File: src/source/onewire_pkg.sv
`default_nettype none

package onewire_pkg;

   localparam int unsigned clock_rate_hz = 10_000_000;
   localparam int unsigned cycles_per_usec = clock_rate_hz / 1_000_000;
   localparam int unsigned prescale_width = $clog2(cycles_per_usec);

   // slot timing in microseconds
   localparam int unsigned reset_low_us = 480;
   localparam int unsigned reset_listen_us = 480;
   localparam int unsigned presence_from_us = 60;
   localparam int unsigned slot_us = 60;
   localparam int unsigned init_low_us = 1;
   localparam int unsigned read_sample_us = 12;   // counted from release
   localparam int unsigned recovery_us = 4;

   localparam int unsigned usec_width = $clog2(reset_low_us + 1);

   localparam int unsigned data_width = 18;
   localparam int unsigned addr_width = 4;
   localparam logic [addr_width-1:0] reg_control = addr_width'(0);
   localparam logic [addr_width-1:0] reg_data = addr_width'(1);

   typedef enum logic [1:0] {
      op_reset,
      op_write0,
      op_write1,
      op_read
   } onewire_op_e;

   typedef enum logic [2:0] {
      st_idle,
      st_init_low,
      st_listen,
      st_slot_release,
      st_recovery
   } seq_state_e;

   typedef struct packed {
      logic start;
      onewire_op_e op;
   } onewire_cmd_t;

   typedef struct packed {
      logic busy;
      logic presence;
      logic data_bit;
      logic done;
   } onewire_status_t;

   typedef struct packed {
      logic low_enable;
      logic source;   // owner of the pin wants it
   } onewire_drive_t;

endpackage

`default_nettype wire

File: src/source/onewire_sequencer.sv
`default_nettype none

module onewire_sequencer (
   input  logic                                clock,
   input  logic                                clock_sreset,
   input  onewire_pkg::onewire_cmd_t           cmd,
   input  logic                                line_level,
   input  logic                                usec_tick,
   input  logic [onewire_pkg::usec_width-1:0]  usec_count,
   output logic                                restart,
   output onewire_pkg::onewire_drive_t         drive,
   output onewire_pkg::onewire_status_t        status
);

   import onewire_pkg::*;

   seq_state_e            state;
   seq_state_e            state_next;
   onewire_op_e           op_reg;
   logic [usec_width-1:0] phase_us;
   logic                  phase_end;
   logic                  presence_reg;
   logic                  data_bit_reg;

   always_comb begin
      case (state)
         st_init_low : begin
            case (op_reg)
               op_reset  : phase_us = usec_width'(reset_low_us);
               op_write0 : phase_us = usec_width'(slot_us);
               default   : phase_us = usec_width'(init_low_us);
            endcase
         end
         st_listen       : phase_us = usec_width'(reset_listen_us);
         st_slot_release : phase_us = usec_width'(slot_us - init_low_us);   // rest of the slot
         default         : phase_us = usec_width'(recovery_us);
      endcase
   end

   assign phase_end = usec_tick && (usec_count == phase_us) && (state != st_idle);

   always_comb begin
      state_next = state;
      case (state)
         st_idle : begin
            if (cmd.start) begin
               state_next = st_init_low;
            end
         end
         st_init_low : begin
            if (phase_end) begin
               case (op_reg)
                  op_reset  : state_next = st_listen;
                  op_write0 : state_next = st_recovery;
                  default   : state_next = st_slot_release;
               endcase
            end
         end
         st_listen, st_slot_release : begin
            if (phase_end) begin
               state_next = st_recovery;
            end
         end
         st_recovery : begin
            if (phase_end) begin
               state_next = st_idle;
            end
         end
         default : state_next = st_idle;
      endcase
   end

   // timer held at zero while idle, restarted at each phase boundary
   assign restart = (state == st_idle) || phase_end;

   always_ff @(posedge clock) begin
      if (clock_sreset) begin
         state <= st_idle;
         presence_reg <= 1'b0;
         data_bit_reg <= 1'b0;
      end
      else begin
         state <= state_next;
         if ((state == st_idle) && (cmd.op == op_reset) && cmd.start) begin
            presence_reg <= 1'b0;
         end
         if ((state == st_listen) && usec_tick && !line_level &&
             (usec_count >= usec_width'(presence_from_us))) begin
            presence_reg <= 1'b1;   // device answered
         end
         if ((state == st_slot_release) && (op_reg == op_read) && usec_tick &&
             (usec_count == usec_width'(read_sample_us))) begin
            data_bit_reg <= line_level;
         end
      end
   end

   always_ff @(posedge clock) begin
      if ((state == st_idle) && cmd.start) begin
         op_reg <= cmd.op;
      end
   end

   assign drive.low_enable = (state == st_init_low);
   assign drive.source = (state != st_idle);

   assign status.busy = (state != st_idle);
   assign status.presence = presence_reg;
   assign status.data_bit = data_bit_reg;
   assign status.done = (state == st_recovery) && phase_end;   // last busy cycle

endmodule

`default_nettype wire

File: config.mk
export PLATFORM = sky130hd
export DESIGN_NAME = onewire_sequencer
export DESIGN_NICKNAME = d
export VERILOG_FILES = /design/src/source/onewire_pkg.sv /design/src/source/onewire_sequencer.sv
export SDC_FILE = /design/constraint.sdc
export NUM_CORES = 1
export LEC_CHECK = 0
export BUFFER_PORTS_ARGS = -buffer_cell sky130_fd_sc_hd__buf_4
export CAP_MARGIN = 25
export CORE_AREA = 4 4 41 43
export DETAILED_ROUTE_END_ITERATION = 12
export DIE_AREA = 0 0 45 47
export PLACE_DENSITY_LB_ADDON = 0.05
export SETUP_SLACK_MARGIN = 0.5
export SYNTH_ARGS = -nofsm -noshare
export SYNTH_HDL_FRONTEND = slang
export SYNTH_SLANG_ARGS = --single-unit
export TNS_END_PERCENT = 1
File: constraint.sdc
create_clock -name clock -period 5 [get_ports clock]
set_input_delay 0.75 -clock clock [delete_from_list [all_inputs] [get_ports clock]]
set_output_delay 0.75 -clock clock [all_outputs]
set_load 0.01 [all_outputs]
After elaboration in Yosys (flattened, before gate mapping)
Index checks and enable logic that the tools add are counted.

word-level totals
  word-level logic and storage cells = 48
  output and inout port bits = 7
  register bits = 7
  bits of input ports = 16

cells by class
  mux-type cells = 10
  reduce and logical (&&, ||, !) cells = 21
  $lt $le $gt $ge = 1
  equal/unequal tests = 12

operators by type and width
  operator                                                            number
  one-hot mux 9 bit (3 select lines)                                  1
  one-hot mux 9 bit (2 select lines)                                  1
  logical AND 1 bit                                                   12
  2-to-1 mux 3 bit                                                    4
  one-hot mux 3 bit (4 select lines)                                  1
  == test 9 x 4 -> 1 bit (second input constant)                      1
  == test 9 bit                                                       1
  greater-or-equal comparator 9 x 6 -> 1 bit (second input constant)  1
  == test 3 x 2 -> 1 bit (second input constant)                      2
  inequality test 2 bit (second input constant)                       3
  one-hot mux 3 bit (2 select lines)                                  1
  logical NOT 2 bit                                                   2
  AND reduction 4 bit                                                 1
  == test 3 x 1 -> 1 bit (second input constant)                      1
  == test 3 bit (second input constant)                               1
  logical NOT 3 bit                                                   1
  nonzero test 3 bit                                                  1
  == test 2 x 1 -> 1 bit (second input constant)                      1
  == test 2 bit (second input constant)                               1
  2-to-1 mux 1 bit                                                    2
  inequality test 2 x 1 -> 1 bit (second input constant)              1
  nonzero test 2 bit                                                  1
  OR reduction 2 bit                                                  1
  logical NOT 1 bit                                                   1
  logical OR 1 bit                                                    1

Logic depth before layout (Yosys ltp)
  depth in word-level cells = 8
  mapped depth = 6
  gate-level depth less buffers = 5

Worst setup path after synthesis
Ideal clock, no wire load.

  path type = input -> output
  start = input usec_count[0] (netlist name)
  end = output status[0] (netlist name)
  stages = 4
  buffers on the path = 0
  data arrival time = 1694 ps
  setup slack = 2556 ps
  data required time = 4250 ps
  path through = o32a_1 > a211oi_2 > nand4_2 > nor2_1

RTL lines
  what         line                     RTL
  from (decl)  onewire_sequencer.sv:9   input logic [onewire_pkg::usec_width-1:0] usec_count,
  to (decl)    onewire_sequencer.sv:12  output onewire_pkg::onewire_status_t status

==> results.ini <==
[global_route]
overflow = 0
antenna_found_initial = 0
grt_usage_pct = 16.3
grt_pass1_wl_mm = 2.48
grt_pass1_vias = 602
grt_max_degree = 16

[setup_path]
crit_type = register to output pin
crit_path_end_kind = output pin
crit_fanout = 15
critical-path-max-stage-delay_ns = 0.64
cp_slowest_cell = dfxtp_1
crit_chain = or4b_1 -> a21oi_1 -> mux2i_1 -> nand4_2 -> nor2_1 -> buf_4
cp-start-kind = register
cp_num_buf_inv = 1
required_ns = 4.25
crit_arrival_ns = 2.22
cp_top_family = simple AND/OR/NAND/NOR gates

[routing]
finalWirelength_mm = 1.44
drtIter0Drc = 5
firstDrtPassIters = 4
wl_per_cell_microns = 13.0
ant_nets = 0
vias = 616
drc_errors = 0
viasPerCell = 5.60

[die]
core.rowCount = 13
ioPinCount = 23
die_w_microns = 45
start_util_pct = 46.9
core-area_sq_um = 1300
die_h_microns = 47
die_area_sq_um = 2120

[sta]
setup_violations = 0
post-route-min-period_ns = 2.97
fin_ws_ns = 2.03
rsz0062_at_grt = no
drv_slew = 0
slew_headroom_pct = 65.7
worst_pin_slew_ns = 0.514
clock_skew_ns = 0.00249
fmax_mhz = 336
hold_viol = 0
fin_crit_sh_pct = 59.5
fin_tns_setup_ns = 0

[cts]
clock-sinks = 7
cts.repair.resized = 0
cts_root_buffer = clkbuf_4
cts_setup_buffers = 0
cts_tree = done
htree_levels = 1
clk_pin_slew_ns = 0.06
hold_buffers = 0
cts_buffer_depth = 2
cts_buffers = 3
clock_latency_ns = 0.25

[final_layout]
final_cells = 110
final_util_pct = 60.2
drive_above_1_share_pct = 36.8
area_delta_synth_final_pct = 28.3
fin_nets = 112
diodes = 0
largest_reg_flops = 3

[synthesis]
synthFlopType = dfxtp_1
ys_warn_count = 0
synth_area_sq_um = 611
yosysUniqueCellTypes = 38
syn_area_per_cell_sq_um = 8.14
synth_edf_count = 2
syn_nets = 91
synthArstFlopShare_pct = 0
ys_ff_latch = 7
ys_seq_area_share_pct = 26.2
syn-instance-count = 75

[run_status]
status = complete, no violations

[min_path]
hp-class = register to register

[power_and_ir_drop]
power_density_nw_per_um2 = 221
peakVddDrop_mv = 0.150
p_leak_nw = 0.340

[placement]
io_buffers = 22
gp_congestion = 0.865
dpl.hpwl_mm = 1.11
place_inst = 106
dpl_worst_slack_ns = 2.27

[job]
maxCapViolCount = 0

==> worst reg2reg max path, delay by kind of cell (launching register included) <==
family / cells / cell delay (ns)
and+or+nand+nor: 2 / 0.66
AOI/OAI and AO/OA: 1 / 0.17
muxes: 2 / 0.54
DFF: 1 / 0.64
==> layout by cell type, fill, tap and decap left out, types with 2 or more instances in the layout <==
cell	instances
dfxtp_1	5
inv_1	4
nand4_1	2
xor2_1	2
nand2b_1	4
nor2_1	8
clkbuf_4	3
buf_4	22
edfxtp_1	2
nand2_1	7
nor3_1	3
a21oi_1	3
o32a_1	2
mux2i_1	4
==> per-stage QoR <==
step,power (W),hold slack [ns],instance area (sq um)
2_1_floorplan,0.000100,0.443,611
6_report,0.000173,0.480,783
4_1_cts,0.000175,0.479,783
3_5_place_dp,0.000122,0.465,756
3_3_place_gp,0.000122,0.466,756
5_1_grt,0.000186,0.515,783
==> cell families (layout without fill, tap and decap cells) <==
family                    after synthesis  in the layout  synth area share [%]
DFF                                     7              7                  26.2
buffers and inverters                  10             30                  8.81
muxes                                   5              5                  8.40
AOI/OAI and AO/OA                      15             15                  20.3
and+or+nand+nor                        36             36                  33.4
xor gates and xnor gates                2              2                  2.87
==> Yosys cell counts, types with 2 or more instances <==
| cell | n | area, sq um |
|---|---|---|
| nor2_1 | 8 | 30.0 |
| nand2_1 | 7 | 26.3 |
| dfxtp_1 | 5 | 100 |
| buf_4 | 4 | 30.0 |
| inv_1 | 4 | 15.0 |
| mux2i_1 | 4 | 40.0 |
| nand2b_1 | 4 | 25.0 |
| a21oi_1 | 3 | 15.0 |
| nor3_1 | 3 | 15.0 |
| edfxtp_1 | 2 | 60.1 |
| nand4_1 | 2 | 12.5 |
| o32a_1 | 2 | 20.0 |
| xor2_1 | 2 | 17.5 |
==> metal layers <==
metal | routed length [microns] | global-route usage, % | part of all wire (%)
met1 | 640 | 20.0 | 45
met5 | 0 | 0 | 0
met4 | 29 | 13.5 | 2.0
met2 | 686 | 26.0 | 48
met3 | 78 | 1.53 | 5.4
==> report_power, final <==
group          switching (W)  internal (W)
clock network      0.0000223     0.0000293
logic              0.0000243     0.0000285
registers         0.00000702     0.0000615
total              0.0000536      0.000119
==> final cells by class <==
type / count / area [sq um]
inverters: 4 / 15.0
well taps: 15 / 18.8
repair buffers: 22 / 165
fillers: 118 / 518
clock buffers: 3 / 22.5
multi-input cells: 58 / 397
flip-flops and latches: 7 / 160
clock inverters: 1 / 5.00
==> worst paths after layout <==
kind / end / startpoint / slack, ns / depth (start not counted)
setup / recovery: status[0] / state[0] / 2.03 / 6
hold / removal: presence_reg / presence_reg / 0.48 / 2
setup reg to reg: state[2] / state[0] / 2.88 / 5
hold reg to reg: presence_reg / presence_reg / 0.48 / 2
Note: power is estimated with default switching activity, not from simulation.
