**config.mk**
```make
export PLATFORM = sky130hd
export DESIGN_NAME = onewire_timer
export DESIGN_NICKNAME = d
export VERILOG_FILES = /design/src/source/onewire_pkg.sv /design/src/source/onewire_timer.sv
export SDC_FILE = /design/constraint.sdc
export NUM_CORES = 1
export LEC_CHECK = 0
export BUFFER_PORTS_ARGS = -buffer_cell sky130_fd_sc_hd__buf_4
export CELL_PAD_IN_SITES_DETAIL_PLACEMENT = 1
export CELL_PAD_IN_SITES_GLOBAL_PLACEMENT = 2
export CORE_ASPECT_RATIO = 1.5
export CORE_MARGIN = 1
export CORE_UTILIZATION = 30
export DETAILED_ROUTE_END_ITERATION = 10
export PLACE_DENSITY = 0.78
export SYNTH_ARGS = -nofsm -noshare
export SYNTH_HDL_FRONTEND = slang
export SYNTH_SLANG_ARGS = --single-unit
```
**constraint.sdc**
```tcl
create_clock -name clock -period 1.77 [get_ports clock]
set_input_delay 0.177 -clock clock [delete_from_list [all_inputs] [get_ports clock]]
set_output_delay 0.177 -clock clock [all_outputs]
set_load 0.005 [all_outputs]
```
**src/source/onewire_pkg.sv**
```systemverilog
`default_nettype none

package onewire_pkg;

   localparam int unsigned clock_rate_hz = 10_000_000;
   localparam int unsigned cycles_per_usec = clock_rate_hz / 1_000_000;
   localparam int unsigned prescale_width = $clog2(cycles_per_usec);

   // slot timing in microseconds
   localparam int unsigned reset_low_us = 480;
   localparam int unsigned reset_listen_us = 480;
   localparam int unsigned presence_from_us = 60;
   localparam int unsigned slot_us = 60;
   localparam int unsigned init_low_us = 1;
   localparam int unsigned read_sample_us = 12;   // counted from release
   localparam int unsigned recovery_us = 4;

   localparam int unsigned usec_width = $clog2(reset_low_us + 1);

   localparam int unsigned data_width = 18;
   localparam int unsigned addr_width = 4;
   localparam logic [addr_width-1:0] reg_control = addr_width'(0);
   localparam logic [addr_width-1:0] reg_data = addr_width'(1);

   typedef enum logic [1:0] {
      op_reset,
      op_write0,
      op_write1,
      op_read
   } onewire_op_e;

   typedef enum logic [2:0] {
      st_idle,
      st_init_low,
      st_listen,
      st_slot_release,
      st_recovery
   } seq_state_e;

   typedef struct packed {
      logic start;
      onewire_op_e op;
   } onewire_cmd_t;

   typedef struct packed {
      logic busy;
      logic presence;
      logic data_bit;
      logic done;
   } onewire_status_t;

   typedef struct packed {
      logic low_enable;
      logic source;   // owner of the pin wants it
   } onewire_drive_t;

endpackage

`default_nettype wire

```
**src/source/onewire_timer.sv**
```systemverilog
`default_nettype none

module onewire_timer (
   input  logic                                clock,
   input  logic                                clock_sreset,
   input  logic                                restart,
   output logic                                usec_tick,
   output logic [onewire_pkg::usec_width-1:0]  usec_count
);

   import onewire_pkg::*;

   logic [prescale_width-1:0] prescale;
   logic                      usec_edge;
   logic                      prescale_wrap;

   // tick is registered, so it is flagged one count early
   assign usec_edge = (prescale == prescale_width'(cycles_per_usec - 2));
   assign prescale_wrap = (prescale == prescale_width'(cycles_per_usec - 1));

   always_ff @(posedge clock) begin
      if (clock_sreset || restart) begin
         prescale <= '0;
         usec_tick <= 1'b0;
         usec_count <= '0;
      end
      else begin
         usec_tick <= usec_edge;
         if (prescale_wrap) begin
            prescale <= '0;
         end
         else begin
            prescale <= prescale + 1'b1;
         end
         if (usec_edge) begin
            usec_count <= usec_count + 1'b1;   // valid together with the tick
         end
      end
   end

endmodule

`default_nettype wire

```
======== Word-level counts from Yosys, hierarchy flattened ========
Cells that the tools add are included.
storage, ports and cells
  register bits ........................... 14
  input port bits ......................... 3
  output and inout bits ................... 10
  word-level logic and storage cells ...... 9
operators by class
  add/sub/neg operators ................... 2
  eq/ne operators ......................... 2
  reductions and logical operators ........ 2
operators by type and width
  kind                                         number
  adder 9 x 1 -> 9 bit, second input constant  1
  == test 4 bit, second input constant         2
  adder 4 x 1 -> 4 bit, second input constant  1
  OR reduction 2 bit                           1
  logical OR 1 bit                             1

======== Longest topological paths before layout ========
Gate-level depths: netlist (run 1).
  word-level depth ........................ 2
  depth in mapped cells ................... 6
  gate-level depth less buffers ........... 5

======== Worst setup path after synthesis (run 1) ========
OpenSTA, ideal clock, no wires.
  kind .................................... flip-flop to flip-flop
  start ................................... register prescale[0]
  end ..................................... register usec_count[5] in the netlist's numbering
  library setup time ...................... 0.071 ns
  data arrival time ....................... 1.425 ns
  data required time ...................... 1.699 ns
  setup slack ............................. 0.275 ns
  cell stages (with the launch flop) ...... 7
  path buffers ............................ 1
  clock period less this slack ............ 1.495 ns
  cells stage by stage .................... dfxtp_1 -> inv_1 -> ha_1 -> nand4b_1 -> buf_2 -> or4_1 -> a21oi_1
on the way
  cells in the longest elaborated chain, start to end .. 1
ends and longest elaborated chain
  element                 RTL line             source
  start, declared         onewire_timer.sv:13  logic [prescale_width-1:0] prescale;
  start signal, assigned  onewire_timer.sv:33  prescale <= prescale + 1'b1;
  == test 4 bit           onewire_timer.sv:18  assign usec_edge = (prescale == prescale_width'(cycles_per_usec - 2));
  end signal, assigned    onewire_timer.sv:36  usec_count <= usec_count + 1'b1;
  end, declared           onewire_timer.sv:8   output logic [onewire_pkg::usec_width-1:0] usec_count
Every way passes these cells.
A chain may end at the register's enable or synchronous reset.

======== Final worst setup path (run 1) ========
  start ................................... register prescale[0]
  end ..................................... register usec_count[6] in the netlist's numbering
The elaborated chain is that of the path after synthesis.

==> impl_metrics.yaml, run 1 <==
outcome:
  status: "completed"
timing:
  max_freq_mhz: 610
  hold_violations: 0
  finalSetupTns_ns: 0
  slew-limit-headroom: 0.846
  fin_crit_sh: 0.926
  tightest_slew_ns: 0.231
  skew_ns: 0.00320
  period_needed_ns: 1.64
  slew_violations: 0
  grt_setup_unrepaired: "no"
  setup_viol: 0
final_layout:
  layout.nets: 94
  area_delta_synth_final_pct: 24.9
  drive_gt1_frac: 0.233
  utilization: 0.396
  fillers: 256
  fin_cells: 108
  diodes: 0
drt:
  drc: 0
  routed_wl_um: 1360
  drt_iter0_drc: 5
  vias_per_cell: 5.41
  drtPass1Iterations: 4
  vias: 584
  ant_nets: 0
  drt-wirelength-per-cell_um: 12.6
setup_path:
  rr_endpoint: "usec_count[6]"
  worstReg2RegStart: "prescale[0]"
  endpoint_kind: "flop"
  crit_arrival_ns: 1.85
  regToRegSetupSlack_ns: 0.13
  crit_path_start_kind: "flop"
  worstRegToRegCells: 6
  required_ns: 1.98
  critPathKind: "flop to flop"
  cp_max_fo: 12
synth:
  syn-mean-instance-area_um2: 9.19
  ys_warn_count: 0
  syn_area_um2: 643
  yosys_register_bits: 14
  yosysSeqAreaShare: 0.436
  synth_cell_types: 23
  syn_inst: 70
  syn_nets: 77
power_and_ir_drop:
  power.internal_uw: 450
  power_density_nw_per_um2: 704
  seq_power_share: 0.565
  peakVddDrop_mv: 0.382
  clockPowerShare: 0.403
  combinationalPowerShare: 0.032
  p_sw_uw: 116
  p_sw_frac: 0.205
  p_leak_nw: 0.307
clock_tree:
  cts_resized: 0
  ctsRootBufferMaster: "clkbuf_4"
  post_cts_buffers: 0
  cts_tree: "done"
  cts_buffer_depth: 2
  cts_buffers: 3
  clk_pin_slew_ns: 0.08
  worstSkewPairLatency_ns: 0.27
  clock-sinks: 14
  ctsHoldBuffers: 0
  htree_levels: 1
floorplan:
  design.core.area_um2: 2030
  rows: 20
  die_h_um: 58.7
  start_util: 0.317
  io_pins: 13
  die_area_um2: 2340
  die_w_um: 39.8
hold_path:
  whs_endpoint: "prescale[1]"
  min_from: "clock_sreset"
  hp-class: "input port to flop"
  hold_depth: 3
grt:
  antenna_found_initial: 0
  grt_pass1_wl_um: 2220
  grt_use_total: 0.140
  grt_overflow_total: 0
  grt_pass1_vias: 555
  grt_max_degree: 13
place:
  globalplace.congestion: 0.712
  dpl.hpwl_um: 1030
  portBuffers: 12
  place_inst: 104
flow_run:
  maxCapViolCount: 0
metal layers:
layer | routed length (µm) | vias up | GRT usage | share of wire
met5 | 0 | - | 0 | 0
met4 | 17 | 0 | 0.103 | 0.012
met3 | 31 | 2 | 0.0226 | 0.023
met2 | 733 | 7 | 0.239 | 0.54
met1 | 579 | 288 | 0.143 | 0.42
li1 | - | 287 | - | -
area by class of cell:
type | count | area (µm²) | area share
inverter | 2 | 7.51 | 0.00935
clock buffer | 4 | 36.3 | 0.0452
tap | 22 | 27.5 | 0.0343
multi-input combinational | 52 | 347 | 0.431
timing repair buffer | 14 | 105 | 0.131
sequential | 14 | 280 | 0.349
cell families (layout without fill, tap and decap cells):
logic type,count (synthesis),in the layout,synth area share
and+or+nand+nor,29,29,0.274
AOI/OAI and AO/OA,16,16,0.144
DFF,14,14,0.436
adders and majority gates,4,4,0.0778
buffers and inverters,4,20,0.0253
xor gates and xnor gates,2,2,0.0272
muxes,1,1,0.0156
placed cells by master (no fill, tap or decap):
cell	n
dfxtp_1	14
inv_1	2
nand4b_1	2
or2_2	1
or3_1	2
o21ai_0	3
clkbuf_8	1
ha_1	4
a21oi_1	8
nand4_1	2
and3_1	2
and3b_2	1
or4_1	4
nand2b_1	1
or3b_1	1
xor2_1	2
a21boi_0	1
o31ai_1	4
nand2_1	5
nor2_1	5
mux2i_1	1
buf_4	14
nand3b_1	3
clkbuf_4	3
synth_stat cells:
master | number | area (µm²)
a21oi_1 | 8 | 40.0
mux2i_1 | 1 | 10.0
or3b_1 | 1 | 8.76
or2_2 | 1 | 6.26
or3_1 | 2 | 12.5
a21boi_0 | 1 | 7.51
and3b_2 | 1 | 10.0
nand4_1 | 2 | 12.5
ha_1 | 4 | 50.1
nand2b_1 | 1 | 6.26
and3_1 | 2 | 12.5
buf_2 | 1 | 5.00
o21ai_0 | 3 | 15.0
clkbuf_1 | 1 | 3.75
dfxtp_1 | 14 | 280
nand4b_1 | 2 | 17.5
nand3b_1 | 3 | 22.5
nor2_1 | 5 | 18.8
nand2_1 | 5 | 18.8
inv_1 | 2 | 7.51
o31ai_1 | 4 | 30.0
xor2_1 | 2 | 17.5
or4_1 | 4 | 30.0
registers in the layout, summed over array words and instances, names as in the netlist:
| name | count |
|---|---|
| usec_count | 9 |
| prescale | 4 |
| usec_tick | 1 |
critical path, cell delays in order (launching register included):
cell and delay (ns):
dfxtp_1 0.35, inv_1 0.08, ha_1 0.19, nand4b_1 0.12
buf_4 0.18, or4_1 0.50, a21oi_1 0.15
metrics by stage:
step           cell area (µm²)  total power [mW]  hold slack [ns]  worst slack (ns)
3_3_place_gp               767             0.345            0.467             0.219
6_report                   803             0.566            0.217             0.130
3_5_place_dp               767             0.346            0.477             0.125
4_1_cts                    803             0.575            0.206             0.108
2_1_floorplan              643             0.338            0.359             0.275
5_1_grt                    803             0.596            0.211            0.0151
power by group through the flow:
stage               registers [mW]  logic [mW]  clock network (mW)
finish                       0.319      0.0180               0.228
global route                 0.320      0.0213               0.254
CTS                          0.319      0.0189               0.237
detailed placement           0.327      0.0188                   0
global placement             0.326      0.0188                   0
floorplan                    0.326      0.0115                   0
worst max-delay path by stage:
stage	startpoint	end	slack (ns)	depth (start not counted)
after detailed placement	prescale[0]	usec_count[6]	0.12	6
after floorplan	prescale[0]	usec_count[5]	0.27	6
after global placement	prescale[0]	usec_count[6]	0.22	6
final	prescale[0]	usec_count[6]	0.13	6
after CTS	prescale[0]	usec_count[6]	0.11	6
after global routing	prescale[0]	usec_count[6]	0.02	6
No activity file was read; power rests on OpenSTA's default activity.
==> inputs of run 2 (changes only) <==
Settings changed: CORE_ASPECT_RATIO 1.5 to default.
==> run 2 against run 1 <==
Against the previous run: design area is 4.4% higher; sequential power barely moved; critical path depth is 1 lower; global-route usage is essentially flat; first-iteration DRC count down 20%; cell count increased by 5.6%; flip-flop and latch count is the same; clock power is essentially flat; utilization grew 2.7 points; power rose by 0.67%; count of clock-buffer cells in the layout unchanged; non-clock buffer count increased by 1; largest cell class unchanged.
==> impl_metrics.yaml, run 2 (same netlist as run 1, synthesis figures left out) <==
clock_tree:
  cts_buffers: 3
  worstSkewPairLatency_ns: 0.28
  clk_pin_slew_ns: 0.08
  cts_tree: "done"
  cts_buffer_depth: 2
  clock-sinks: 14
  htree_levels: 1
  ctsRootBufferMaster: "clkbuf_4"
drt:
  drt-wirelength-per-cell_um: 12.4
  vias: 576
  drtPass1Iterations: 4
  drc: 0
  drt_iter0_drc: 4
  ant_nets: 0
  routed_wl_um: 1410
  vias_per_cell: 5.05
grt:
  grt_overflow_total: 0
  grt_pass1_vias: 584
  grt_max_degree: 13
  antenna_found_initial: 0
  grt_pass1_wl_um: 2500
  grt_use_total: 0.139
power_and_ir_drop:
  clockPowerShare: 0.402
  power_density_nw_per_um2: 679
  p_sw_uw: 118
  peakVddDrop_mv: 0.302
  p_sw_frac: 0.207
  power.internal_uw: 452
  p_leak_nw: 0.313
  power.total_uw: 569
  combinationalPowerShare: 0.037
  seq_power_share: 0.561
floorplan:
  io_pins: 13
  rows: 16
  die_w_um: 48.3
  start_util: 0.324
  design.core.area_um2: 1980
  die_h_um: 48.3
  die_area_um2: 2330
timing:
  skew_ns: 0.00333
  hold_violations: 0
  slew_violations: 0
  max_freq_mhz: 603
  fin_crit_sh: 0.937
  finalSetupTns_ns: 0
  grt_setup_unrepaired: "no"
  holdWs_ns: 0.219
  tightest_slew_ns: 0.280
  setup_ws_ns: 0.112
  setup_viol: 0
  period_needed_ns: 1.66
  slew-limit-headroom: 0.812
final_layout:
  diodes: 0
  largest-register: "usec_count"
  largest_register_ffs: 9
  layout.nets: 95
  final_cell_mix: "buf_4 (15), dfxtp_1 (13), a21oi_1 (6)"
  reg_top3: "usec_count x9, prescale x4, usec_tick x1"
  drive_gt1_frac: 0.287
  final_area_um2: 838
  ff_latch_area_um2: 282
  layout_commonest_cell: "buf_4"
  fillers: 232
  area_delta_synth_final_pct: 30.4
  multi_input_area_um2: 367
place:
  placed_cell_area_um2: 773
  globalplace.congestion: 0.683
  pre_cts_slack_ns: 0.0888
  dpl.hpwl_um: 1060
  portBuffers: 12
setup_path:
  crit_arrival_ns: 1.87
  cp_max_fo: 8
  crit_path_start_kind: "flop"
  regToRegSetupSlack_ns: 0.11
  crit_chain: "inv_1, ha_4, nand4b_1, or4_1, a21oi_2"
  crit_path_top_delay_cell: "or4_1"
  crit_path_max_incr_delay_ns: 0.61
  critPathKind: "flop to flop"
  required_ns: 1.98
  endpoint_kind: "flop"
  cp_top_family: "simple AND/OR/NAND/NOR gates"
  crit_buf_inv: 1
outcome:
  status: "completed"
flow_run:
  maxCapViolCount: 0
hold_path:
  hp-class: "input port to flop"
## run 2: worst min-delay path, delay by kind of cell
family,cells,cell delay (ns)
and+or+nand+nor,2,0.20
buffers and inverters,1,0.08
## run 2: path summary, 6_finish.rpt
| check | to | cells past startpoint | startpoint |
|---|---|---|---|
| worst max-delay path | usec_count[8] | 5 | prescale[0] |
| worst min-delay path | prescale[0] | 3 | clock_sreset |
| worst max register to register | usec_count[8] | 5 | prescale[0] |
| worst min register to register | usec_count[8] | 2 | usec_count[8] |
## run 2: timing repair
action / in CTS / in global routing
hold buffers: 0 / 0
setup buffers: 0 / 1
setup endpoints to repair: 0 / 5
gates resized for setup: 0 / 5
## run 2: layout make-up
type,count,area share
multi-input cells,52,0.437
flip-flops and latches,14,0.336
repair buffers,15,0.134
clock buffers,4,0.0433
well taps,27,0.0403
inverters,2,0.00896
## run 2: per-layer routing
layer  share of wire  track usage  up-vias
met5               0            0        -
met2            0.47        0.246       11
met4           0.013       0.0882        0
met1            0.47        0.151      274
li1                -            -      289
met3           0.047       0.0283        2
## run 2: through the flow
step / utilization / cells
2_1_floorplan: - / 70
3_3_place_gp: 0.390 / 109
3_5_place_dp: 0.390 / 109
4_1_cts: 0.408 / 113
5_1_grt: 0.423 / 114
6_report: 0.423 / 114
## run 2: power groups by stage
stage               logic (mW)  clock network (mW)  registers [mW]
floorplan               0.0115                   0           0.326
global placement        0.0185                   0           0.326
detailed placement      0.0184                   0           0.327
CTS                     0.0185               0.242           0.319
global route            0.0240               0.262           0.320
finish                  0.0210               0.229           0.320
==> inputs of run 3 (changes only) <==
Settings changed: ABC_AREA from default to 1, CORE_UTILIZATION 30 to 29, PLACE_DENSITY 0.78 to 0.79.
==> run 3 against run 2 <==
Against the previous run: count of clock-buffer cells in the layout is the same; via count grew 1.0%; hold slack lost 0.033 ns; combinational power grew 3%; flip-flop and latch count is the same; area after synthesis grew 3.5%; design area shrank 1.5%; critical path type unchanged; critical endpoint is now usec_count[7]; largest cell class unchanged.
==> impl_metrics.yaml, run 3 <==
clock_tree:
  cts_buffer_depth: 2
  worstSkewPairLatency_ns: 0.28
  ctsRootBufferMaster: "clkbuf_4"
  cts_buffers: 3
  cts_resized: 0
  cts_tree: "done"
  htree_levels: 1
  clk_pin_slew_ns: 0.09
  post_cts_buffers: 0
  ctsHoldBuffers: 0
  clock-sinks: 14
power_and_ir_drop:
  clockPowerShare: 0.409
  p_leak_nw: 0.358
  p_sw_uw: 126
  power_density_nw_per_um2: 699
  peakVddDrop_mv: 0.399
  seq_power_share: 0.554
  p_sw_frac: 0.219
  power.internal_uw: 451
  combinationalPowerShare: 0.037
  power.total_uw: 577
outcome:
  status: "completed"
drt:
  drtPass1Iterations: 2
  routed_wl_um: 1390
  drt_iter0_drc: 2
  vias: 582
  drc: 0
  ant_nets: 0
  drt-wirelength-per-cell_um: 10.9
  vias_per_cell: 4.55
floorplan:
  design.core.area_um2: 2060
  die_w_um: 49.9
  io_pins: 13
  die_h_um: 49.9
  rows: 16
  die_area_um2: 2490
  start_util: 0.323
synth:
  synth_top_cells_by_area: "dfxtp_1 (42%), nand2_1 (9.0%), inv_1 (7.9%)"
  yosys-top-cells-count: "nand2_1 (16), dfxtp_1 (14), inv_1 (14), a21oi_1 (8), nor2_1 (8)"
  syn_area_um2: 666
  yosys_register_bits: 14
  synth_top_flop_cell: "dfxtp_1"
  synth_edf_count: 0
  yosysSeqAreaShare: 0.421
  syn_inst: 85
  synth_area_leader_cell: "dfxtp_1"
  yosysMostFrequentCell: "nand2_1"
  syn-mean-instance-area_um2: 7.83
  yosys.area.top_type_share: 0.421
  synth_cell_types: 17
  async_flop_share: 0
  syn_nets: 92
  ys_warn_count: 0
setup_path:
  crit_path_start_kind: "flop"
  crit_buf_inv: 1
  critPathKind: "flop to flop"
  crit_chain: "inv_1, ha_1, nand3_4, nor2_4, nand4_1, nand2_1, nor2_1"
  crit_path_top_delay_cell: "dfxtp_1"
  cp_max_fo: 6
  endpoint_kind: "flop"
  crit_arrival_ns: 1.48
  crit_path_max_incr_delay_ns: 0.36
  required_ns: 1.96
  cp_top_family: "simple AND/OR/NAND/NOR gates"
hold_path:
  hp-class: "input port to flop"
final_layout:
  reg_top3: "usec_count x9, prescale x4, usec_tick x1"
  area_delta_synth_final_pct: 24.1
  final_cell_mix: "nand2_1 (16), inv_1 (14), dfxtp_1 (14)"
  fin_cells: 128
  largest-register: "usec_count"
  utilization: 0.400
  ff_latch_area_um2: 280
  largest_register_ffs: 9
  multi_input_area_um2: 329
  drive_gt1_frac: 0.238
  diodes: 0
  layout_commonest_cell: "nand2_1"
  layout.nets: 109
  fillers: 263
place:
  globalplace.congestion: 0.702
  dpl.hpwl_um: 1100
  place_inst: 124
  portBuffers: 12
timing:
  period_needed_ns: 1.29
  skew_ns: 0.00420
  hold_violations: 0
  max_freq_mhz: 775
  slew_violations: 0
  slew-limit-headroom: 0.766
  grt_setup_unrepaired: "no"
  finalSetupTns_ns: 0
  fin_crit_sh: 0.729
  setup_viol: 0
  tightest_slew_ns: 0.350
grt:
  grt_overflow_total: 0
  antenna_found_initial: 0
  grt_pass1_wl_um: 2480
  grt_max_degree: 9
  grt_pass1_vias: 573
  grt_use_total: 0.131
flow_run:
  maxCapViolCount: 0
## run 3: changes by cell type in the layout (fill, tap and decap cells not counted), sizes merged, moves of 3 or more
cell,change
nand3,+10
buf,-3
nor2,+6
or4,-4
nand3b,-3
inv,+13
o31ai,-4
nand2,+11
## run 3: layout make-up
type	instances	share of cell area
Clock buffer	4	0.0439
Timing Repair Buffer	12	0.109
Multi-Input combinational cell	56	0.398
Inverter	15	0.0682
Sequential cell	14	0.339
Tap cell	27	0.0409
## run 3: power groups by stage
stage	Clock, mW	Sequential [mW]	Combinational, mW
final	0.236	0.319	0.0216
after global placement	0	0.327	0.0216
after detailed placement	0	0.327	0.0222
after floorplan	0	0.326	0.0146
after global routing	0.263	0.320	0.0252
after CTS	0.249	0.320	0.0222
## run 3: final timing paths
path | to | depth (start not counted) | from | slack, ns
worst max-delay path | usec_count[7] | 7 | prescale[0] | 0.48
worst min-delay path | usec_count[2] | 4 | clock_sreset | 0.19
worst max register to register | usec_count[7] | 7 | prescale[0] | 0.48
worst min register to register | prescale[0] | 1 | prescale[0] | 0.50
## run 3: kinds of logic (layout without fill, tap and decap cells)
logic type / after synthesis / after routing / synth area share
flip-flops: 14 / 14 / 0.421
adder cells (fa/ha/maj): 4 / 4 / 0.0752
buffers and inverters: 15 / 31 / 0.0846
AND/OR/NAND/NOR: 40 / 40 / 0.316
XOR/XNOR: 1 / 1 / 0.0132
AO/OA/AOI/OAI: 11 / 11 / 0.0902
## run 3: worst register-to-register path, stage by stage, from the launching register on
cell and delay [ns]:
dfxtp_1 0.36, inv_1 0.08, ha_1 0.18, nand3_4 0.13
nor2_4 0.19, nand4_1 0.13, nand2_1 0.08, nor2_1 0.04
## run 3: layer usage
layer,vias up,wire [µm],track usage
li1,299,-,-
met1,273,661,0.150
met2,10,664,0.230
met3,0,66,0.0586
met4,0,0,0.0143
met5,-,0,0
## run 3: through the flow
stage                     setup slack [ns]  hold WS [ns]  instance area (µm²)
after CTS                            0.451         0.180                  826
after floorplan                      0.620         0.354                  666
final                                0.480         0.186                  826
after global placement               0.531         0.465                  790
after global routing                 0.349         0.199                  826
after detailed placement             0.474         0.483                  790
