===== src/source/onewire_pkg.sv =====
`default_nettype none

package onewire_pkg;

   localparam int unsigned clock_rate_hz = 10_000_000;
   localparam int unsigned cycles_per_usec = clock_rate_hz / 1_000_000;
   localparam int unsigned prescale_width = $clog2(cycles_per_usec);

   // slot timing in microseconds
   localparam int unsigned reset_low_us = 480;
   localparam int unsigned reset_listen_us = 480;
   localparam int unsigned presence_from_us = 60;
   localparam int unsigned slot_us = 60;
   localparam int unsigned init_low_us = 1;
   localparam int unsigned read_sample_us = 12;   // counted from release
   localparam int unsigned recovery_us = 4;

   localparam int unsigned usec_width = $clog2(reset_low_us + 1);

   localparam int unsigned data_width = 18;
   localparam int unsigned addr_width = 4;
   localparam logic [addr_width-1:0] reg_control = addr_width'(0);
   localparam logic [addr_width-1:0] reg_data = addr_width'(1);

   typedef enum logic [1:0] {
      op_reset,
      op_write0,
      op_write1,
      op_read
   } onewire_op_e;

   typedef enum logic [2:0] {
      st_idle,
      st_init_low,
      st_listen,
      st_slot_release,
      st_recovery
   } seq_state_e;

   typedef struct packed {
      logic start;
      onewire_op_e op;
   } onewire_cmd_t;

   typedef struct packed {
      logic busy;
      logic presence;
      logic data_bit;
      logic done;
   } onewire_status_t;

   typedef struct packed {
      logic low_enable;
      logic source;   // owner of the pin wants it
   } onewire_drive_t;

endpackage

`default_nettype wire


===== src/source/onewire_host_regs.sv =====
`default_nettype none

module onewire_host_regs (
   input  logic                                clock,
   input  logic                                clock_sreset,
   input  logic [onewire_pkg::addr_width-1:0]  address,
   input  logic [onewire_pkg::data_width-1:0]  writedata,
   input  logic                                read,
   input  logic                                write,
   output logic [onewire_pkg::data_width-1:0]  readdata,
   output logic                                waitrequest,
   output logic                                irq,
   input  onewire_pkg::onewire_status_t        status,
   input  logic                                line_level,
   output onewire_pkg::onewire_cmd_t           cmd,
   output onewire_pkg::onewire_drive_t         host_drive
);

   import onewire_pkg::*;

   logic                  read_latency;
   logic                  status_read_done;
   logic                  manual_write;
   logic [data_width-1:0] read_mux;
   onewire_drive_t        manual_drive;

   // writes never stall, reads wait one cycle
   assign waitrequest = write ? 1'b0 : (read & ~read_latency);

   assign cmd.start = write && (address == reg_control) && !status.busy;
   assign cmd.op = onewire_op_e'(writedata[1:0]);

   assign manual_write = write && (address == reg_data) && !status.busy;
   assign status_read_done = read && read_latency && (address == reg_control);

   always_comb begin
      case (address)
         reg_control : read_mux = {{(data_width-3){1'b0}}, status.presence, status.busy,
                                   line_level};
         reg_data    : read_mux = {{(data_width-1){1'b0}}, status.data_bit};
         default     : read_mux = '0;
      endcase
   end

   always_ff @(posedge clock) begin
      if (clock_sreset) begin
         read_latency <= 1'b0;
         irq <= 1'b0;
         manual_drive <= '0;
      end
      else begin
         read_latency <= read_latency ? 1'b0 : read;
         if (status.done) begin
            irq <= 1'b1;   // a finishing slot wins over the clear
         end
         else if (status_read_done) begin
            irq <= 1'b0;
         end
         if (manual_write) begin
            manual_drive.source <= ~writedata[1];   // bit 1 hands the pin back
            manual_drive.low_enable <= ~writedata[0];
         end
      end
   end

   always_ff @(posedge clock) begin
      if (read && !read_latency) begin
         readdata <= read_mux;
      end
   end

   assign host_drive = manual_drive;

endmodule

`default_nettype wire


===== config.mk =====
export PLATFORM = sky130hd
export DESIGN_NAME = onewire_host_regs
export DESIGN_NICKNAME = d
export VERILOG_FILES = /design/src/source/onewire_pkg.sv /design/src/source/onewire_host_regs.sv
export SDC_FILE = /design/constraint.sdc
export NUM_CORES = 1
export LEC_CHECK = 0
export ABC_AREA = 0
export BUFFER_PORTS_ARGS = -buffer_cell sky130_fd_sc_hd__buf_2
export CAP_MARGIN = 20
export CORE_MARGIN = 4
export CORE_UTILIZATION = 28
export CTS_CLUSTER_DIAMETER = 200
export CTS_CLUSTER_SIZE = 25
export DETAILED_ROUTE_END_ITERATION = 7
export GPL_TIMING_DRIVEN = 0
export PLACE_DENSITY = 0.71
export SYNTH_ARGS = -nofsm -noshare
export SYNTH_HDL_FRONTEND = slang
export SYNTH_SLANG_ARGS = --single-unit

===== constraint.sdc =====
create_clock -name clock -period 1.2 [get_ports clock]
set_input_delay 0.36 -clock clock [delete_from_list [all_inputs] [get_ports clock]]
set_output_delay 0.36 -clock clock [all_outputs]
set_load 0.01 [all_outputs]

After elaboration in Yosys (flattened, before gate mapping)

Index checks and enable logic that the tools add are counted.

Equal/unequal tests: 1
Mux-type cells: 4
Bitwise operators: 4
Reductions and logical operators: 12

Operators by type and width:

| cell                                                             | count |
|---|---|
| 1-bit logical AND                                                | 7 |
| 3-bit one-hot mux with 2 select lines                            | 1 |
| 4-bit by 1-bit == test with 1-bit output (second input constant) | 1 |
| 4-bit logical NOT                                                | 1 |
| 1-bit two-way mux                                                | 3 |
| 1-bit inverter                                                   | 3 |
| 1-bit logical NOT                                                | 2 |
| 2-bit nonzero test                                               | 1 |
| 2-bit OR reduction                                               | 1 |
| 1-bit bitwise AND                                                | 1 |

Flip-flop bits (word level): 22
Input bits: 31
Output and inout bits: 25
Logic and storage cells: 26

Longest topological paths before layout

Gate-level depths: netlist of the first run.

Depth after elaboration: 4
Gate-level depth with buffers: 3
Gate-level depth less buffers: 3

Worst setup path before layout of the first run

OpenSTA, ideal clock, no wires.

Path type: in2out
Start: input address[0] (netlist bit)
End: output cmd[2] (netlist bit)
Arrival time: 0.904 ns
Required time: 0.840 ns
Setup slack: -0.064 ns
Stages: 2
Path buffers: 0
Cells stage by stage: nor4_2 -> and3b_2

RTL lines:

| item               | RTL line                | source |
|---|---|---|
| start: declaration | onewire_host_regs.sv:6  | `input logic [onewire_pkg::addr_width-1:0] address,` |
| end: declaration   | onewire_host_regs.sv:15 | `output onewire_pkg::onewire_cmd_t cmd,` |

==> results of run 1 <==
repair_timing:
action / 4_1_cts / 5_1_grt
resized for setup: 7 / 1
pin swaps: 2 / 0
buffers inserted: 2 / 0
cloned: 0 / 0
hold buffers: 0 / 0
setup endpoints to repair: 2 / 2
registers in the layout, summed over array words and instances, names as in the netlist:
| register | cells |
|---|---|
| host_drive | 2 |
| irq | 1 |
| read_latency | 1 |
| readdata | 3 |
through the flow:
step           cell area [µm²]  TNS (ns)  hold WS (ns)  std cells  util, %
4_1_cts                    738    -0.284         0.347        106     47.9
6_report                   739    -0.269         0.338        106     48.0
2_1_floorplan              527   -0.0310         0.432         60        -
3_3_place_gp               667    -0.636         0.477        100     43.3
5_1_grt                    739    -0.368         0.340        106     48.0
3_5_place_dp               667    -0.672         0.489        100     43.3
layer usage:
layer  global-route usage, %  wire, µm  part of all wire (%)
met1                    8.63       349                    37
met5                       0         0                     0
met3                    6.42       108                    12
met2                    11.5       475                    51
met4                    1.35         0                     0
power by group through the flow:
stage | registers (µW) | clock network (µW) | logic [µW]
after floorplan | 271 | 0 | 85.3
after global placement | 266 | 0 | 141
after detailed placement | 266 | 0 | 144
after CTS | 262 | 213 | 157
after global routing | 263 | 240 | 173
final | 262 | 208 | 158
worst min path at each step:
stage	start	to	slack [ns]	cells after the start
floorplan	clock_sreset	read_latency	0.43	1
global placement	irq	irq	0.48	2
detailed placement	irq	irq	0.49	2
CTS	clock_sreset	read_latency	0.35	2
global route	clock_sreset	read_latency	0.34	2
finish	clock_sreset	read_latency	0.34	2
cell usage after synthesis:
| cell type | instances | share of area (%) |
|---|---|---|
| and3b_2 | 1 | 2.2 |
| edfxtp_1 | 3 | 19 |
| buf_4 | 17 | 27 |
| nand2b_1 | 1 | 1.3 |
| nor2b_1 | 2 | 2.7 |
| nor3_1 | 1 | 1.1 |
| conb_1 | 1 | 0.81 |
| dfxtp_1 | 4 | 17 |
| nor4_2 | 1 | 2.7 |
| and2_2 | 1 | 1.6 |
| mux2_2 | 2 | 4.8 |
| nor4_4 | 1 | 4.6 |
| nand3b_2 | 1 | 2.4 |
| and4b_1 | 1 | 2.2 |
| inv_1 | 1 | 0.81 |
| and2_1 | 1 | 1.3 |
| mux2i_1 | 1 | 2.2 |
| nor4_1 | 1 | 1.3 |
| nor2_1 | 5 | 4.0 |
logic make-up after synthesis:
group,after synthesis
flops,7
buf+inv,18
other cells,1
mux,3
simple gates,17
layout make-up:
cell class | instances | share of cell area, %
plain buffers | 17 | 17.3
clock buffers | 4 | 3.55
inverters | 1 | 0.508
multi-input cells | 35 | 31.5
flip-flops and latches | 7 | 23.2
well taps | 16 | 2.71
repair buffers | 26 | 21.3
worst reg2reg max path, delay by kind of cell, from the launching register on:
family	cells	cell delay [ns]
AND/OR/NAND/NOR	1	0.14
flip-flops	1	0.31
buffers and inverters	1	0.11
==> impl_metrics.env, run 1 <==
export IMPL_diodes=0
export IMPL_multi_input_area_um2=233
export IMPL_cp_endpoint="cmd[2]"
export IMPL_p_switching_uw=158
export IMPL_status="finished with violations"
export IMPL_tritoncts="done"
export IMPL_critPathArrivalTime_ns=1.04
export IMPL_reg2reg_from="read_latency"
export IMPL_dieHeight_um=48.8
export IMPL_insertion_delay_ns=0.25
export IMPL_min_period_over_period_pct=117
export IMPL_start_util_pct=30.2
export IMPL_critPathMaxFanout=2
export IMPL_drt_total_wl_um=933
export IMPL_num_rows=14
export IMPL_power_uw=627
export IMPL_reg2reg_slack_ns=0.35
export IMPL_slew_viol_final=0
export IMPL_drtIter0Drc=3
export IMPL_slowest_delay_ns=0.27
export IMPL_skew_ns=0.00624
export IMPL_min_period_ns=1.40
export IMPL_htree_levels=1
export IMPL_post_synth_cell_area_avg_um2=10.1
export IMPL_via_per_inst=3.67
export IMPL_grt_usage_pct=7.76
export IMPL_p_leak_uw=0.000414
export IMPL_coreArea_mm2=0.00154
export IMPL_drt_pass1_iterations=3
export IMPL_synth_cell_types=19
export IMPL_cp_buffers_inverters=2
export IMPL_syn_inst=46
export IMPL_die_area_mm2=0.00238
export IMPL_fin_ws_ns=-0.203
export IMPL_dpl_worst_slack_ns=-0.345
export IMPL_root_buffer="clkbuf_4"
export IMPL_synth_yosys_warnings=0
export IMPL_ys_ff_latch=7
export IMPL_antenna_found_initial=0
export IMPL_ir_worst_vdd_uv=496
export IMPL_gp_congestion=0.680
export IMPL_grt_overflow_total=0
export IMPL_critPathCaptureType="primary output"
export IMPL_io_buffers=24
export IMPL_start_kind="primary input"
export IMPL_violations="setup timing"
export IMPL_clock_path_buffers=2
export IMPL_synth_compound_area_share_pct=0
export IMPL_p_int_uw=470
export IMPL_required_ns=0.84
export IMPL_ios=56
export IMPL_grt_pass1_wl_mm=1.42
export IMPL_ff2ff_path_depth=2
export IMPL_seq_area_frac_synth_pct=36.6
export IMPL_p_seq_share_pct=41.7
export IMPL_synth_top_family_by_area="buffers and inverters"
export IMPL_cellPowerDensity_mw_per_mm2=848
export IMPL_fillers=157
export IMPL_synthSimpleGateAreaFrac_pct=27.4
export IMPL_syn_area_um2=465
export IMPL_critPathTopFamily="simple AND/OR/NAND/NOR gates"
export IMPL_setup_viol=2
export IMPL_combPwrFrac_pct=25.1
export IMPL_cts_made_buffers=3
export IMPL_cts_sinks=7
export IMPL_area_growth_pct=58.9
export IMPL_r2r_end="readdata[0]"
export IMPL_path_class="primary input to primary output"
export IMPL_layout_drive_gt1_share_pct=61.1
export IMPL_clk_pin_slew_ns=0.05
export IMPL_drc_errors=0
export IMPL_final_cell_mix="buf_2, buf_4, conb_1, nor2_1"
export IMPL_crit_start="address[2]"
export IMPL_fin_nets=122
export IMPL_crit_path_top_delay_cell="nor4_4"
export IMPL_synth_xor_area_share_pct=0
export IMPL_antenna_left=0
export IMPL_timing_final_hold_violations=0
export IMPL_first_global_vias=352
export IMPL_cp_depth=4
export IMPL_wl_per_cell_um=8.80
export IMPL_clock_fmax_mhz=713
export IMPL_ff_latch_area_um2=171
export IMPL_cap_violations=0
export IMPL_grt_max_degree=7
export IMPL_die_w_um=48.8
export IMPL_clkPwrFrac_pct=33.1
export IMPL_synth_adder_area_share_pct=0
export IMPL_hp_class="primary input to register"
export IMPL_crit_path_cell_trace="buf_8, nor4_4, and3b_2, buf_6"
export IMPL_vias=389
export IMPL_mostFrequentLayoutCell="buf_2"
export IMPL_rsz0062_at_grt="yes"
export IMPL_synthMuxAreaShare_pct=6.99
export IMPL_swShare_pct=25.1
Note: power is estimated with default switching activity, not from simulation.
==> run 2: changes to the inputs <==
--- a/config.mk
+++ b/config.mk
@@ -5,11 +5,11 @@
 export SDC_FILE = /design/constraint.sdc
 export NUM_CORES = 1
 export LEC_CHECK = 0
-export ABC_AREA = 0
+export ABC_AREA = 1
 export BUFFER_PORTS_ARGS = -buffer_cell sky130_fd_sc_hd__buf_2
 export CAP_MARGIN = 20
 export CORE_MARGIN = 4
-export CORE_UTILIZATION = 28
+export CORE_UTILIZATION = 29
 export CTS_CLUSTER_DIAMETER = 200
 export CTS_CLUSTER_SIZE = 25
 export DETAILED_ROUTE_END_ITERATION = 7
==> run 2 against run 1 <==
Net effect: the run still ends with setup timing left; register-to-register slack got worse by 0.16 ns; first-iteration DRC count is the same; largest power group unchanged; routed wire length rose by 24%; synthesized cell count increased by 50%; die area increased by 3.2%; non-clock buffer count up 3; global-route usage rose by 2.2 points; sequential cell count is the same.
==> impl_metrics.env, run 2 <==
export IMPL_status="finished with violations"
export IMPL_violations="setup timing"
export IMPL_dpl_worst_slack_ns=-0.193
export IMPL_grt_usage_pct=10.0
export IMPL_post_synth_cell_area_avg_um2=7.25
export IMPL_cellPowerDensity_mw_per_mm2=835
export IMPL_yosysMostFrequentCell="buf_4"
export IMPL_grt_pass1_wl_mm=1.88
export IMPL_slowest_delay_ns=0.14
export IMPL_grt_overflow_total=0
export IMPL_grt_max_degree=5
export IMPL_first_global_vias=481
export IMPL_fillers=163
export IMPL_synth_yosys_warnings=0
export IMPL_area_growth_pct=59.2
export IMPL_die_w_um=49.5
export IMPL_mostFrequentLayoutCell="buf_4"
export IMPL_required_ns=0.84
export IMPL_fin_ws_ns=-0.0437
export IMPL_min_period_ns=1.24
export IMPL_top_register="readdata"
export IMPL_antenna_found_initial=0
export IMPL_ys_ff_latch=7
export IMPL_power_uw=665
export IMPL_diodes=0
export IMPL_final_cell_mix="buf_4, buf_2, conb_1, inv_1, nand2_1"
export IMPL_start_util_pct=31.7
export IMPL_clk_pin_slew_ns=0.06
export IMPL_setup_viol=2
export IMPL_yosysTopAreaCellShare_pct=25.5
export IMPL_drtIter0Drc=3
export IMPL_cts_made_buffers=3
export IMPL_ff_latch_area_um2=171
export IMPL_gp_congestion=0.763
export IMPL_drt_pass1_iterations=4
export IMPL_yosys_top_cells_count="buf_4, inv_1, nand2_1, nor2_1"
export IMPL_skew_ns=0.00234
export IMPL_synth_edf_count=3
export IMPL_hpwl_um=932
export IMPL_root_buffer="clkbuf_4"
export IMPL_insertion_delay_ns=0.25
export IMPL_cap_violations=0
export IMPL_critPathMaxFanout=2
export IMPL_rsz0062_at_grt="yes"
export IMPL_drt_total_wl_mm=1.16
export IMPL_vias=499
export IMPL_timing_final_hold_violations=0
export IMPL_seq_area_frac_synth_pct=34.0
export IMPL_hold_buffers=0
export IMPL_setup_tns_ns=-0.0518
export IMPL_drc_errors=0
export IMPL_layout_drive_gt1_share_pct=52.6
export IMPL_num_rows=14
export IMPL_htree_levels=1
export IMPL_synth_area_leaders="buf_4, edfxtp_1, dfxtp_1"
export IMPL_hp_class="primary input to register"
export IMPL_wl_per_cell_um=8.75
export IMPL_ios=56
export IMPL_synthArstFlopShare_pct=0
export IMPL_dieHeight_um=49.5
export IMPL_min_period_over_period_pct=104
export IMPL_crit_path_cell_trace="buf_6, nor2_4, nand2_2, nor3_2, buf_2"
export IMPL_synth_area_leader_cell="buf_4"
export IMPL_io_buffers=24
export IMPL_syn_inst=69
export IMPL_critPathArrivalTime_ns=0.88
export IMPL_holdWs_ns=0.303
export IMPL_ir_worst_vdd_uv=308
export IMPL_coreArea_mm2=0.00158
export IMPL_crit_path_top_delay_cell="buf_2"
export IMPL_syn_area_um2=500
export IMPL_largest_reg_flops=3
export IMPL_clock_path_buffers=2
export IMPL_placed_cells=123
export IMPL_multi_input_area_um2=219
export IMPL_fin_nets=148
export IMPL_cts_sinks=7
export IMPL_path_class="primary input to primary output"
export IMPL_synth_ff_type="dfxtp_1"
export IMPL_fin_cells=132
export IMPL_synth_cell_types=14
export IMPL_tritoncts="done"
export IMPL_slew_viol_final=0
export IMPL_clock_fmax_mhz=804
export IMPL_start_kind="primary input"
export IMPL_critPathCaptureType="primary output"
export IMPL_via_per_inst=3.78
export IMPL_die_area_mm2=0.00245
export IMPL_antenna_left=0
export IMPL_p_leak_uw=0.000487
==> run 2: changes by cell type in the layout (fill, tap and decap cells not counted), moves of 3 or more <==
cell / change
buf_4: +3
inv_1: +11
inv_2: +3
nand2_1: +10
nand3_1: +4
nor2_4: +3
==> run 2: cells by family (layout without fill, tap and decap cells) <==
kind of cell           after synthesis  after routing  share of synthesized area, %
DFF                                  7              7                          34.0
buffers and inverters               32             65                          36.7
and+or+nand+nor                     28             28                          27.5
AOI/OAI and AO/OA                    1              1                         0.999
other                                1             15                         0.749
==> run 2: worst max-delay path, delay by kind of cell <==
kind,cells,cell delay (ns)
buffers and inverters,2,0.24
and+or+nand+nor,3,0.27
==> run 2: worst paths after layout <==
path                                    from  slack [ns]  cells past startpoint           to
worst max register to register  read_latency        0.19                      2  readdata[2]
worst min-delay path            clock_sreset        0.30                      2          irq
worst max-delay path              address[3]       -0.04                      5       cmd[2]
worst min register to register           irq        0.46                      2          irq
==> run 2: area by class of cell <==
type | count | share of cell area [%]
sequential | 7 | 21.5
buffer | 17 | 16.0
timing repair buffer | 29 | 22.1
clock buffer | 4 | 3.30
tap | 16 | 2.51
multi-input combinational | 44 | 27.5
inverter | 15 | 7.06
==> run 2: layer usage <==
metal	part of all wire [%]	wire length [µm]	global-route usage, %
met1	39	445	9.54
met2	51	594	17.2
met3	10	115	4.52
met4	0	0	6.45
met5	0	0	0
==> run 2: repair_timing <==
action                     4_1_cts  5_1_grt
resized for setup                9        0
setup endpoints to repair        2        2
pin swaps                        3        3
setup buffers                    4        1
==> run 2: through the flow <==
step	area, µm²	util, %
floorplan	558	-
global placement	698	44.3
global route	797	50.6
CTS	790	50.1
finish	797	50.6
detailed placement	698	44.3
==> run 2: power breakdown <==
| part | switching (µW) | internal [µW] | leakage (µW) |
|---|---|---|---|
| clock | 96.7 | 128 | 0.0000150 |
| combinational | 86.2 | 91.3 | 0.000408 |
| sequential | 3.90 | 259 | 0.0000635 |
==> run 3: changes to the inputs <==
--- a/config.mk
+++ b/config.mk
@@ -6,11 +6,10 @@
 export NUM_CORES = 1
 export LEC_CHECK = 0
 export ABC_AREA = 1
-export BUFFER_PORTS_ARGS = -buffer_cell sky130_fd_sc_hd__buf_2
+export BUFFER_PORTS_ARGS = -buffer_cell sky130_fd_sc_hd__buf_4
 export CAP_MARGIN = 20
 export CORE_MARGIN = 4
 export CORE_UTILIZATION = 29
-export CTS_CLUSTER_DIAMETER = 200
 export CTS_CLUSTER_SIZE = 25
 export DETAILED_ROUTE_END_ITERATION = 7
 export GPL_TIMING_DRIVEN = 0
==> run 3 against run 2 <==
Net effect: the flow still finishes with violations (setup timing); critical path depth unchanged; non-clock buffer count decreased by 1; clock-buffer cell count unchanged; routed wire length decreased by 0.61%; sequential share of layout area decreased by 1.3 points; sequential power about the same; total power increased by 2.0%; die area unchanged; clock power decreased by 2%; final cell count decreased by 0.76%; sequential cell count unchanged; register-to-register slack about the same; highest routed layer unchanged.
==> impl_metrics.env, run 3 (same netlist as run 2, synthesis figures left out) <==
export IMPL_status="finished with violations"
export IMPL_violations="setup timing"
export IMPL_grt_overflow_total=0
export IMPL_antenna_left=0
export IMPL_hpwl_um=987
export IMPL_grt_usage_pct=10.0
export IMPL_htree_levels=1
export IMPL_drtIter0Drc=10
export IMPL_insertion_delay_ns=0.25
export IMPL_dieHeight_um=49.5
export IMPL_hold_end="irq"
export IMPL_num_rows=14
export IMPL_reg2reg_from="read_latency"
export IMPL_skew_ns=0.00447
export IMPL_die_w_um=49.5
export IMPL_wl_per_cell_um=8.76
export IMPL_tritoncts="done"
export IMPL_vias=487
export IMPL_start_kind="primary input"
export IMPL_min_period_ns=1.23
export IMPL_critPathArrivalTime_ns=0.87
export IMPL_required_ns=0.84
export IMPL_cp_buffers_inverters=2
export IMPL_drt_pass1_iterations=4
export IMPL_cellPowerDensity_mw_per_mm2=799
export IMPL_drt_total_wl_mm=1.15
export IMPL_holdWs_ns=0.278
export IMPL_min_from="clock_sreset"
export IMPL_ios=56
export IMPL_coreArea_mm2=0.00158
export IMPL_crit_path_top_delay_cell="buf_4"
export IMPL_via_per_inst=3.72
export IMPL_grt_max_degree=5
export IMPL_largest_reg_flops=3
export IMPL_final_cell_mix="buf_4, conb_1, inv_1, nand2_1, nor2_1"
export IMPL_critPathTopFamily="simple AND/OR/NAND/NOR gates"
export IMPL_r2r_end="readdata[0]"
export IMPL_hp_class="primary input to register"
export IMPL_timing_final_hold_violations=0
export IMPL_root_buffer="clkbuf_4"
export IMPL_clock_fmax_mhz=813
export IMPL_cts_made_buffers=3
export IMPL_slowest_delay_ns=0.14
export IMPL_layout_drive_gt1_share_pct=52.2
export IMPL_mostFrequentLayoutCell="buf_4"
export IMPL_setup_viol=2
export IMPL_drc_errors=0
export IMPL_antenna_found_initial=0
export IMPL_placed_cell_area_um2=758
export IMPL_top_register="readdata"
export IMPL_io_buffers=24
export IMPL_grt_pass1_wl_mm=1.89
export IMPL_crit_path_cell_trace="buf_6, nor2_4, nand2_2, nor3_2, buf_4"
export IMPL_fillers=162
export IMPL_rsz0062_at_grt="yes"
export IMPL_area_growth_pct=69.8
export IMPL_reg2reg_slack_ns=0.20
export IMPL_dpl_worst_slack_ns=-0.191
export IMPL_clock_path_buffers=2
export IMPL_stdcell_area_um2=850
export IMPL_fin_nets=147
export IMPL_cts_sinks=7
export IMPL_diodes=0
export IMPL_min_period_over_period_pct=103
export IMPL_critPathCaptureType="primary output"
export IMPL_start_util_pct=31.7
export IMPL_clk_pin_slew_ns=0.06
export IMPL_first_global_vias=491
export IMPL_gp_congestion=0.723
export IMPL_slew_viol_final=0
export IMPL_ir_worst_vdd_uv=411
export IMPL_critPathMaxFanout=2
export IMPL_die_area_mm2=0.00245
export IMPL_ff2ff_path_depth=2
export IMPL_cap_violations=0
export IMPL_path_class="primary input to primary output"
export IMPL_fin_ws_ns=-0.0301
export IMPL_final_util_pct=53.9
export IMPL_min_path_cells=2
export IMPL_p_leak_uw=0.000498
## run 3: worst max path at each step
stage	startpoint	endpoint	slack, ns	cells past startpoint
6_report	address[1]	cmd[2]	-0.03	5
5_1_grt	address[2]	cmd[2]	-0.09	5
4_1_cts	address[2]	cmd[2]	-0.03	5
3_3_place_gp	address[0]	cmd[2]	-0.19	5
3_5_place_dp	address[0]	cmd[2]	-0.19	5
2_1_floorplan	address[0]	cmd[2]	0.05	3
## run 3: worst reg2reg max path: stages, from the launching register on
cell and delay, ns:
dfxtp_2 0.32, buf_4 0.13, nor2_1 0.23
## run 3: cell type report
type	count	area, µm²	share of cell area [%]
inverters	15	56.3	6.63
repair buffers	28	229	27.0
well taps	16	20.0	2.36
plain buffers	17	128	15.0
flip-flops and latches	7	171	20.2
multi-input cells	44	219	25.8
clock buffers	4	26.3	3.09
## run 3: repair_timing
| action | CTS | global route |
|---|---|---|
| gates resized for setup | 9 | 1 |
| endpoints found under the setup margin | 2 | 2 |
| endpoints found under the hold margin | 0 | 0 |
| pin swaps | 2 | 0 |
| setup buffers | 4 | 0 |
| hold buffers | 0 | 0 |
## run 3: report_power, final
part	total, µW	switching (µW)	internal, µW
Combinational	195	85.7	109
Clock	220	92.7	127
Sequential	264	4.30	260
Total	679	183	496
## run 3: routing by layer
metal  up-vias  GRT usage (%)  part of all wire, %
met3         0           6.93                   13
met5         -              0                    0
li1        263              -                    -
met4         0           1.38                    0
met1       201           8.82                   35
met2        23           18.7                   52
## run 3: per-stage QoR
stage / std cells / power [µW] / setup TNS (ns)
after floorplan: 83 / 371 / 0
after global placement: 123 / 438 / -0.186
after detailed placement: 123 / 442 / -0.191
after CTS: 131 / 682 / -0.0577
after global routing: 131 / 718 / -0.149
final: 131 / 679 / -0.0420
